<file path="config.mk">
export PLATFORM = sky130hd
export DESIGN_NAME = store_subsystem
export DESIGN_NICKNAME = d
export VERILOG_FILES = /design/src/verilog/cpu_types_pkg.sv /design/src/verilog/memory_map_pkg.sv /design/src/verilog/machine_timer.sv /design/src/verilog/store_buffer.sv /design/src/verilog/store_subsystem.sv /design/src/verilog/store_unit.sv
export SDC_FILE = /design/constraint.sdc
export NUM_CORES = 2
export LEC_CHECK = 0
export BUFFER_PORTS_ARGS = -buffer_cell sky130_fd_sc_hd__buf_2
export CAP_MARGIN = 25
export CELL_PAD_IN_SITES_DETAIL_PLACEMENT = 1
export CELL_PAD_IN_SITES_GLOBAL_PLACEMENT = 1
export CORE_UTILIZATION = 50
export CTS_BUF_LIST = sky130_fd_sc_hd__clkbuf_4
export DETAILED_ROUTE_END_ITERATION = 12
export PLACE_DENSITY_LB_ADDON = 0.08
export SETUP_SLACK_MARGIN = 0.05
export SLEW_MARGIN = 20
export SYNTH_ARGS = -nofsm -noshare
export SYNTH_HDL_FRONTEND = slang
export SYNTH_HIERARCHICAL = 1
export SYNTH_SLANG_ARGS = --single-unit
</file>
<file path="constraint.sdc">
create_clock -name clk_i -period 23.3 [get_ports clk_i]
set_input_delay 1.165 -clock clk_i [delete_from_list [all_inputs] [get_ports clk_i]]
set_output_delay 1.165 -clock clk_i [all_outputs]
set_load 0.01 [all_outputs]
</file>
<file path="src/verilog/cpu_types_pkg.sv">
// ====================
// Core data types for the execution stage store path
// ====================
package cpu_types_pkg;

    // ====================
    // Data words
    // ====================

    // Width of both data and address words of the core
    localparam int XLEN = 32;

    // Plain data or address word
    typedef logic [XLEN-1:0] data_word_t;

    // ====================
    // Store encodings
    // ====================

    // Number of bytes written by a store, matches funct3[1:0] of the ISA
    typedef enum logic [1:0] {
        STORE_BYTE = 2'b00,
        STORE_HALF = 2'b01,
        STORE_WORD = 2'b10
    } store_width_t;

    // Store micro-operation issued by the decoder
    // It shares the encoding of store_width_t so a cast recovers the width
    typedef logic [1:0] stu_uop_t;

    // ====================
    // Store buffer sizing
    // ====================

    // Number of entries in the speculative store buffer, must be a power of two
    localparam int STORE_BUFFER_DEPTH = 8;

endpackage : cpu_types_pkg

</file>
<file path="src/verilog/memory_map_pkg.sv">
// ====================
// System memory map seen by the store path
// ====================
package memory_map_pkg;

    // Boot ROM sits at the bottom of the address space
    // Every address below this bound is read only
    localparam logic [31:0] BOOT_END = 32'h0000_1000;

    // Machine timer register block, both bounds are inclusive
    localparam logic [31:0] TIMER_START = 32'h0000_2000;
    localparam logic [31:0] TIMER_END   = 32'h0000_200F;

    // Byte offsets inside the timer block
    // The mtime counter itself lives at offsets 0x0 and 0x4 and is read only here
    localparam logic [31:0] MTIMECMP_LOW_OFFSET  = 32'h0000_0008;
    localparam logic [31:0] MTIMECMP_HIGH_OFFSET = 32'h0000_000C;

    // Anything above the timer block and not in boot ROM is cacheable memory
    // and goes through the store buffer

endpackage : memory_map_pkg

</file>
<file path="src/verilog/machine_timer.sv">
// ====================
// Machine timer with mtime counter, mtimecmp register and interrupt level
// ====================
module machine_timer
    import cpu_types_pkg::*;
    import memory_map_pkg::*;
(
    input  logic       clk_i,
    input  logic       rst_n_i,

    // Single cycle write from the store unit
    input  logic       timer_write_i,
    input  data_word_t timer_address_i,
    input  data_word_t timer_data_i,

    output logic       timer_interrupt_o
);

    logic [63:0] mtime_q;
    logic [63:0] mtimecmp_q;
    data_word_t  offset;

    // Register offset inside the timer block
    assign offset = timer_address_i - TIMER_START;

    // ====================
    // Counter
    // ====================

    // Free running, zero in the first cycle after reset
    always_ff @(posedge clk_i) begin
        if (!rst_n_i) begin
            mtime_q <= '0;
        end else begin
            mtime_q <= mtime_q + 64'd1;
        end
    end

    // ====================
    // Compare register
    // ====================

    // All ones keeps the interrupt quiet until software programs it
    always_ff @(posedge clk_i) begin
        if (!rst_n_i) begin
            mtimecmp_q <= '1;
        end else if (timer_write_i) begin
            if (offset == MTIMECMP_LOW_OFFSET) begin
                mtimecmp_q[31:0] <= timer_data_i;
            end else if (offset == MTIMECMP_HIGH_OFFSET) begin
                mtimecmp_q[63:32] <= timer_data_i;
            end
        end
    end

    // Level interrupt, one cycle behind the compare
    always_ff @(posedge clk_i) begin
        if (!rst_n_i) begin
            timer_interrupt_o <= 1'b0;
        end else begin
            timer_interrupt_o <= (mtime_q >= mtimecmp_q);
        end
    end

endmodule : machine_timer

</file>
<file path="src/verilog/store_buffer.sv">
// ====================
// Speculative store buffer that drains committed stores in order
// and forwards pending data to loads
// ====================
module store_buffer
    import cpu_types_pkg::*;
#(
    parameter int DEPTH = STORE_BUFFER_DEPTH
) (
    input  logic         clk_i,
    input  logic         rst_n_i,
    input  logic         flush_i,

    // Push port from the store unit FSM
    input  logic         push_i,
    input  data_word_t   push_data_i,
    input  data_word_t   push_address_i,
    input  store_width_t push_width_i,
    output logic         full_o,
    output logic         empty_o,

    // Commit of the oldest speculative entry
    input  logic         validate_i,

    // Memory controller store channel
    output logic         store_request_o,
    output data_word_t   store_address_o,
    output data_word_t   store_data_o,
    output store_width_t store_width_o,
    input  logic         store_done_i,

    // Load forwarding, word addressed
    input  logic [29:0]  forward_address_i,
    output data_word_t   forward_data_o,
    output logic         forward_match_o
);

    localparam int PTR_W = $clog2(DEPTH);

    // ====================
    // Queue pointers
    // ====================

    // Pointers carry one extra wrap bit so that full and empty differ
    // Head is the oldest entry, commit is the first speculative one, tail is the next free slot
    logic [PTR_W:0] head_q, commit_q, tail_q;
    logic [PTR_W:0] commit_next;
    logic [PTR_W:0] used;
    logic           push_ok;
    logic           validate_ok;
    logic           retire_ok;

    // Occupied entries, committed ones included
    assign used    = tail_q - head_q;
    assign full_o  = (used == (PTR_W+1)'(DEPTH));
    assign empty_o = (tail_q == head_q);

    assign push_ok     = push_i && !full_o;
    assign validate_ok = validate_i && (tail_q != commit_q);
    assign retire_ok   = store_done_i && store_request_o;

    // A validate in the same cycle as a flush still commits its entry
    assign commit_next = validate_ok ? commit_q + 1'b1 : commit_q;

    always_ff @(posedge clk_i) begin
        if (!rst_n_i) begin
            head_q   <= '0;
            commit_q <= '0;
            tail_q   <= '0;
        end else begin
            commit_q <= commit_next;

            if (retire_ok) begin
                head_q <= head_q + 1'b1;
            end

            // Flush throws away every speculative entry and any store pushed now
            if (flush_i) begin
                tail_q <= commit_next;
            end else if (push_ok) begin
                tail_q <= tail_q + 1'b1;
            end
        end
    end

    // ====================
    // Entry storage
    // ====================

    data_word_t   data_q    [DEPTH];
    data_word_t   address_q [DEPTH];
    store_width_t width_q   [DEPTH];

    always_ff @(posedge clk_i) begin
        if (push_ok) begin
            data_q[tail_q[PTR_W-1:0]]    <= push_data_i;
            address_q[tail_q[PTR_W-1:0]] <= push_address_i;
            width_q[tail_q[PTR_W-1:0]]   <= push_width_i;
        end
    end

    // ====================
    // Drain port
    // ====================

    // The oldest entry is offered as long as it has been committed
    // Outputs stay stable because head only moves on store_done_i
    assign store_request_o = (head_q != commit_q);
    assign store_address_o = address_q[head_q[PTR_W-1:0]];
    assign store_data_o    = data_q[head_q[PTR_W-1:0]];
    assign store_width_o   = width_q[head_q[PTR_W-1:0]];

    // ====================
    // Forwarding
    // ====================

    // Walk from oldest to youngest so a later match overrides an earlier one
    always_comb begin : forward_search
        logic [PTR_W-1:0] slot;

        forward_match_o = 1'b0;
        forward_data_o  = '0;

        for (int i = 0; i < DEPTH; i++) begin
            slot = head_q[PTR_W-1:0] + PTR_W'(i);

            if ((i < int'(used)) && (address_q[slot][31:2] == forward_address_i)) begin
                forward_match_o = 1'b1;
                forward_data_o  = data_q[slot];
            end
        end
    end : forward_search

    // ====================
    // Protocol checks
    // ====================

    // The producer must look at full_o before pushing
    no_push_when_full: assert property (
        @(posedge clk_i) disable iff (!rst_n_i) push_i |-> !full_o
    ) else $error("store_buffer: push while full");

    // The pipeline only validates stores that were actually issued
    no_orphan_validate: assert property (
        @(posedge clk_i) disable iff (!rst_n_i) validate_i |-> (tail_q != commit_q)
    ) else $error("store_buffer: validate with no speculative entry");

    // Memory side may only retire an entry that is being offered
    done_needs_request: assert property (
        @(posedge clk_i) disable iff (!rst_n_i) store_done_i |-> store_request_o
    ) else $error("store_buffer: store_done_i without request");

endmodule : store_buffer

</file>
<file path="src/verilog/store_subsystem.sv">
// ====================
// Store path top level joining the store unit and the machine timer
// ====================
module store_subsystem
    import cpu_types_pkg::*;
(
    input  logic         clk_i,
    input  logic         rst_n_i,
    input  logic         flush_i,

    // Pipeline side
    input  logic         valid_operation_i,
    input  data_word_t   store_data_i,
    input  data_word_t   store_address_i,
    input  stu_uop_t     operation_i,
    input  logic         wait_i,
    input  logic         validate_i,
    input  logic [29:0]  forward_address_i,
    output data_word_t   forward_data_o,
    output logic         forward_match_o,
    output logic         buffer_empty_o,
    output logic         idle_o,
    output logic         data_valid_o,
    output logic         illegal_access_o,

    // Memory controller store channel
    output logic         store_request_o,
    output data_word_t   store_address_o,
    output data_word_t   store_data_o,
    output store_width_t store_width_o,
    input  logic         store_done_i,

    output logic         timer_interrupt_o
);

    // Timer write bus between the two blocks
    logic       timer_write;
    data_word_t timer_address, timer_data;

    store_unit store_unit0 (
        .clk_i             (clk_i),
        .rst_n_i           (rst_n_i),
        .flush_i           (flush_i),
        .valid_operation_i (valid_operation_i),
        .store_data_i      (store_data_i),
        .store_address_i   (store_address_i),
        .operation_i       (operation_i),
        .wait_i            (wait_i),
        .validate_i        (validate_i),
        .forward_address_i (forward_address_i),
        .forward_data_o    (forward_data_o),
        .forward_match_o   (forward_match_o),
        .buffer_empty_o    (buffer_empty_o),
        .idle_o            (idle_o),
        .data_valid_o      (data_valid_o),
        .illegal_access_o  (illegal_access_o),
        .timer_write_o     (timer_write),
        .timer_address_o   (timer_address),
        .timer_data_o      (timer_data),
        .store_request_o   (store_request_o),
        .store_address_o   (store_address_o),
        .store_data_o      (store_data_o),
        .store_width_o     (store_width_o),
        .store_done_i      (store_done_i)
    );

    machine_timer machine_timer0 (
        .clk_i             (clk_i),
        .rst_n_i           (rst_n_i),
        .timer_write_i     (timer_write),
        .timer_address_i   (timer_address),
        .timer_data_i      (timer_data),
        .timer_interrupt_o (timer_interrupt_o)
    );

endmodule : store_subsystem

</file>
<file path="src/verilog/store_unit.sv">
// ====================
// Store unit FSM that routes each store to the buffer, the timer or an access fault
// ====================
module store_unit
    import cpu_types_pkg::*;
    import memory_map_pkg::*;
(
    input  logic         clk_i,
    input  logic         rst_n_i,
    input  logic         flush_i,

    // Issue side from the pipeline
    input  logic         valid_operation_i,
    input  data_word_t   store_data_i,
    input  data_word_t   store_address_i,
    input  stu_uop_t     operation_i,
    input  logic         wait_i,
    input  logic         validate_i,

    // Load forwarding
    input  logic [29:0]  forward_address_i,
    output data_word_t   forward_data_o,
    output logic         forward_match_o,

    // Status back to the pipeline
    output logic         buffer_empty_o,
    output logic         idle_o,
    output logic         data_valid_o,
    output logic         illegal_access_o,

    // Memory mapped timer write
    output logic         timer_write_o,
    output data_word_t   timer_address_o,
    output data_word_t   timer_data_o,

    // Memory controller store channel
    output logic         store_request_o,
    output data_word_t   store_address_o,
    output data_word_t   store_data_o,
    output store_width_t store_width_o,
    input  logic         store_done_i
);

    // ====================
    // Address decode
    // ====================

    logic boot_access, timer_access;

    assign boot_access  = (store_address_i < BOOT_END);
    assign timer_access = (store_address_i >= TIMER_START) && (store_address_i <= TIMER_END);

    // Timer writes go out straight from the issue operands
    assign timer_address_o = store_address_i;
    assign timer_data_o    = store_data_i;

    // ====================
    // FSM
    // ====================

    typedef enum logic [1:0] {IDLE, WAIT_BUFFER, WAIT_ACCEPT} stu_state_t;

    stu_state_t state_q, state_d;

    // Operands kept for a store stalled on a full buffer
    data_word_t   held_data_q, held_address_q;
    store_width_t held_width_q;
    logic         held_illegal_q;

    logic         push, buffer_full, issue_done;
    data_word_t   push_data, push_address;
    store_width_t push_width;

    always_ff @(posedge clk_i) begin
        if (!rst_n_i || flush_i) begin
            state_q <= IDLE;
        end else begin
            state_q <= state_d;
        end
    end

    // Only a new store in IDLE overwrites the held operands
    always_ff @(posedge clk_i) begin
        if ((state_q == IDLE) && valid_operation_i) begin
            held_data_q    <= store_data_i;
            held_address_q <= store_address_i;
            held_width_q   <= store_width_t'(operation_i);
        end
    end

    always_ff @(posedge clk_i) begin
        if (!rst_n_i) begin
            held_illegal_q <= 1'b0;
        end else if ((state_q == IDLE) && valid_operation_i) begin
            held_illegal_q <= boot_access;
        end
    end

    always_comb begin
        state_d          = state_q;
        push             = 1'b0;
        push_data        = store_data_i;
        push_address     = store_address_i;
        push_width       = store_width_t'(operation_i);
        issue_done       = 1'b0;
        idle_o           = 1'b0;
        data_valid_o     = 1'b0;
        illegal_access_o = 1'b0;
        timer_write_o    = 1'b0;

        case (state_q)
            IDLE: begin
                idle_o = 1'b1;

                if (valid_operation_i) begin
                    // The boot region wins over everything and nothing gets written
                    if (boot_access) begin
                        illegal_access_o = 1'b1;
                        issue_done       = 1'b1;
                    end else if (timer_access) begin
                        timer_write_o = 1'b1;
                        issue_done    = 1'b1;
                    end else if (!buffer_full) begin
                        push       = 1'b1;
                        issue_done = 1'b1;
                    end else begin
                        state_d = WAIT_BUFFER;
                        idle_o  = 1'b0;
                    end

                    // While writeback is busy the result stays up until it is taken
                    data_valid_o = issue_done;
                    if (issue_done && wait_i) begin
                        state_d = WAIT_ACCEPT;
                        idle_o  = 1'b0;
                    end
                end
            end

            WAIT_BUFFER: begin
                push         = !buffer_full;
                push_data    = held_data_q;
                push_address = held_address_q;
                push_width   = held_width_q;

                if (!buffer_full) begin
                    data_valid_o = 1'b1;
                    if (wait_i) begin
                        state_d = WAIT_ACCEPT;
                    end else begin
                        state_d = IDLE;
                        idle_o  = 1'b1;
                    end
                end
            end

            WAIT_ACCEPT: begin
                data_valid_o     = 1'b1;
                illegal_access_o = held_illegal_q;
                if (!wait_i) begin
                    state_d = IDLE;
                    idle_o  = 1'b1;
                end
            end

            default: state_d = IDLE;
        endcase
    end

    // ====================
    // Store buffer
    // ====================

    data_word_t buffer_forward_data;
    logic       buffer_match, held_match;

    store_buffer #(
        .DEPTH (STORE_BUFFER_DEPTH)
    ) store_buffer0 (
        .clk_i             (clk_i),
        .rst_n_i           (rst_n_i),
        .flush_i           (flush_i),
        .push_i            (push),
        .push_data_i       (push_data),
        .push_address_i    (push_address),
        .push_width_i      (push_width),
        .full_o            (buffer_full),
        .empty_o           (buffer_empty_o),
        .validate_i        (validate_i),
        .store_request_o   (store_request_o),
        .store_address_o   (store_address_o),
        .store_data_o      (store_data_o),
        .store_width_o     (store_width_o),
        .store_done_i      (store_done_i),
        .forward_address_i (forward_address_i),
        .forward_data_o    (buffer_forward_data),
        .forward_match_o   (buffer_match)
    );

    // The stalled store is younger than anything in the buffer
    assign held_match      = (state_q == WAIT_BUFFER) &&
                             (held_address_q[31:2] == forward_address_i);
    assign forward_data_o  = held_match ? held_data_q : buffer_forward_data;
    assign forward_match_o = held_match || buffer_match;

    // A stalled store takes the slot freed by a retire in the very next cycle
    stall_resumes_after_retire: assert property (
        @(posedge clk_i) disable iff (!rst_n_i)
        ((state_q == WAIT_BUFFER) && store_done_i && !flush_i) |=> push
    ) else $error("store_unit: stalled store not pushed after a retire");

endmodule : store_unit
</file>
==> flow_metrics.py <==
metrics = {
    "placement": {
        "portBuffers": 207,
        "dp_hpwl_um": 143000,
        "place_congestion": 1.02,
    },
    "cts": {
        "clk_latency_ns": 1.17,
        "cts_root_buffer": "clkbuf_4",
        "clock-sinks": 741,
        "cts_hold_buf": 0,
        "clockBufferDepth": 3,
        "cts_max_level": 4,
        "cts_tree": "done",
        "clkTransAtPathRegs_ns": 0.08,
        "cts-buffers-inserted": 201,
        "post_cts_buffers": 0,
        "cts_resized": 0,
    },
    "timing": {
        "slew_violations": 0,
        "rsz0062_at_grt": "no",
        "setup_tns_ns": 0,
        "clock_skew_ns": 0.0732,
        "final_hold_viol_count": 0,
        "fmax_mhz": 98.3,
        "setup_viol": 0,
        "period_share": 0.436,
        "tightest_slew_ns": 1.20,
        "period_needed_ns": 10.17,
        "relSlewSlack": 0.190,
    },
    "critical_path": {
        "crit_type": "reg2out",
        "end_kind": "output port",
        "reg2regPathDepth": 13,
        "start_kind": "flip-flop",
        "arrival_ns": 9.01,
        "required_ns": 22.14,
        "worst-path-max-fanout": 49,
    },
    "synth": {
        "synth_top_cell_by_area": "edfxtp_1",
        "ys_types": 102,
        "synth_nets": 4722,
        "synth_top_cell_area_share": 0.311,
        "synthTopCellsByArea": "edfxtp_1 (31%), mux4_2 (26%), mux2i_1 (6.2%)",
        "synth_seq_cells": 741,
        "yosysWarnings": 6,
        "syn_inst": 4544,
        "synth_edf_count": 594,
        "postSynth.asyncResetShare": 0,
        "ys_seq_area_frac": 0.362,
        "syn_area_um2": 57400,
        "ys.flop_type": "edfxtp_1",
        "syn_area_per_cell_um2": 12.6,
    },
    "hold_path": {
        "holdPathStages": 1,
        "hp-class": "in2reg",
    },
    "global_routing": {
        "grt_max_degree": 144,
        "antenna_found_initial": 11,
        "grt_pass1_wl_um": 310000,
        "grtUsageTotal": 0.367,
        "grt_overflow": 0,
        "grt_pass1_vias": 44100,
    },
    "routing": {
        "via_count": 44500,
        "drt_first_pass_iters": 7,
        "via_per_inst": 7.10,
        "wl_per_cell_um": 34.1,
        "wirelength_um": 214000,
        "ant_nets": 0,
        "drt-initial-drc-count": 5322,
        "drc": 0,
    },
    "pwr": {
        "ir_drop_v": 0.0000952,
        "power_density_nw_per_um2": 83.0,
        "power_leakage_uw": 0.0217,
    },
    "cells_and_area": {
        "area_growth_pct": 6.98,
        "final_common_cell": "mux4_2",
        "drive_above_1_share": 0.319,
        "nFillCells": 11600,
        "layout_common_cells": "mux4_2 (663), edfxtp_1 (594), nand2_1 (574)",
        "fin_util": 0.543,
        "nets": 4792,
    },
    "floorplan": {
        "io_pins": 208,
        "die-width_um": 341,
        "die_area_um2": 116000,
        "coreArea_um2": 113000,
        "die_y_um": 341,
        "initial_core_util": 0.507,
        "num_rows": 123,
    },
    "flow_run": {
        "maxCapViolCount": 0,
    },
    "status": {
        "status": "finished clean",
    },
}
## flip-flops by register name, summed over array words and instances (netlist names), 16 cells and up, named ones only
signal,flops
store_unit0/store_buffer0/data_q,256
store_unit0/store_buffer0/address_q,256
store_unit0/store_buffer0/width_q,16
store_unit0/held_data_q,32
machine_timer0/mtimecmp_q,64
machine_timer0/mtime_q,64
store_unit0/held_address_q,32
## final timing paths
path | start | end | slack (ns)
max | store_unit0/store_buffer0/head_q[0] | forward_data_o[6] | 13.13
min reg2reg | machine_timer0/mtime_q[0] | machine_timer0/mtime_q[0] | 0.49
max reg2reg | store_unit0/store_buffer0/head_q[1] | store_unit0/store_buffer0/data_q[0][11] | 17.43
min | operation_i[0] | store_unit0/held_width_q[0] | 0.25
## through the flow
step	cells	setup WS (ns)	hold slack, ns	cell area, µm²	power [µW]
2_1_floorplan	4544	14.56	0.437	57400	3230
3_3_place_gp	5908	14.26	0.459	58800	3840
3_5_place_dp	5910	14.45	0.471	58900	3870
4_1_cts	6275	13.19	0.112	61400	5070
5_1_grt	6278	12.80	0.194	61500	5280
6_report	6278	13.13	0.247	61500	5100
## cell usage after synthesis, types with 10 or more instances
cell,number
mux2i_1,354
buf_6,34
buf_1,62
nand4_1,67
mux2_4,29
nor3b_1,16
o211ai_2,10
o22ai_2,13
a21oi_1,83
a21o_1,14
inv_1,91
and2_1,94
o21ai_0,56
edfxtp_1,594
a22oi_1,12
buf_2,111
nor2b_1,124
a21boi_0,12
clkinv_1,11
o31ai_1,21
buf_4,86
a2111oi_2,15
a211oi_1,48
o211ai_1,19
xnor2_1,253
nor2_1,70
nand3_1,101
ha_1,74
nor4_1,36
or3_1,18
nor3_1,59
mux4_2,663
mux2_2,93
and4_1,11
dfxtp_1,147
xor2_1,82
and3_1,30
o32ai_2,17
a311o_1,21
o41ai_2,13
clkbuf_1,132
nand2_1,575
a31oi_1,15
## layer usage
layer | vias to the layer above | routed length (µm) | share of wire | global-route usage
met2 | 2815 | 93600 | 0.44 | 0.540
met3 | 455 | 27900 | 0.13 | 0.129
li1 | 18100 | - | - | -
met1 | 23200 | 85500 | 0.40 | 0.507
met5 | - | 73 | 0.00034 | 0
met4 | 6 | 7060 | 0.033 | 0.120
## worst max-delay path, cell delays in order (launching register included)
cell and delay [ns]:
dfxtp_4 0.87, buf_4 0.73, buf_4 0.74, buf_4 0.77
mux4_2 0.60, mux2i_1 0.18, xnor2_1 0.11, nor4_1 0.98
nand4_1 0.19, or4_2 0.75, buf_4 0.37, nand2_1 0.62
buf_8 0.25, o41ai_2 0.10, mux2_4 0.30, buf_2 0.16
## cell families (layout without fill, tap and decap cells)
family,after synthesis,count (layout),share of synthesized area
AND/OR/NAND/NOR,1257,1257,0.109
multiplexers,1139,1139,0.347
flip-flops,741,741,0.362
buffers and inverters,536,768,0.0490
AO/OA/AOI/OAI,459,459,0.0648
XOR/XNOR,337,337,0.0518
adder cells (fa/ha/maj),75,75,0.0165
other,0,2,0
## cell type report
cell class	instances	area, µm²	area share
Multi-Input combinational cell	3267	34000	0.554
Tap cell	1500	1880	0.0305
Clock inverter	79	409	0.00666
Antenna cell	2	5.00	0.0000814
Inverter	105	398	0.00647
Timing Repair Buffer	298	1800	0.0292
Clock buffer	286	2150	0.0349
Sequential cell	741	20800	0.338
## report_power, final
| part | total [µW] | internal, µW | switching, µW |
|---|---|---|---|
| clock network | 1190 | 592 | 597 |
| logic | 2250 | 951 | 1300 |
| registers | 1660 | 1550 | 118 |
| total | 5100 | 3090 | 2010 |
Power figures use the tool's default switching activity.
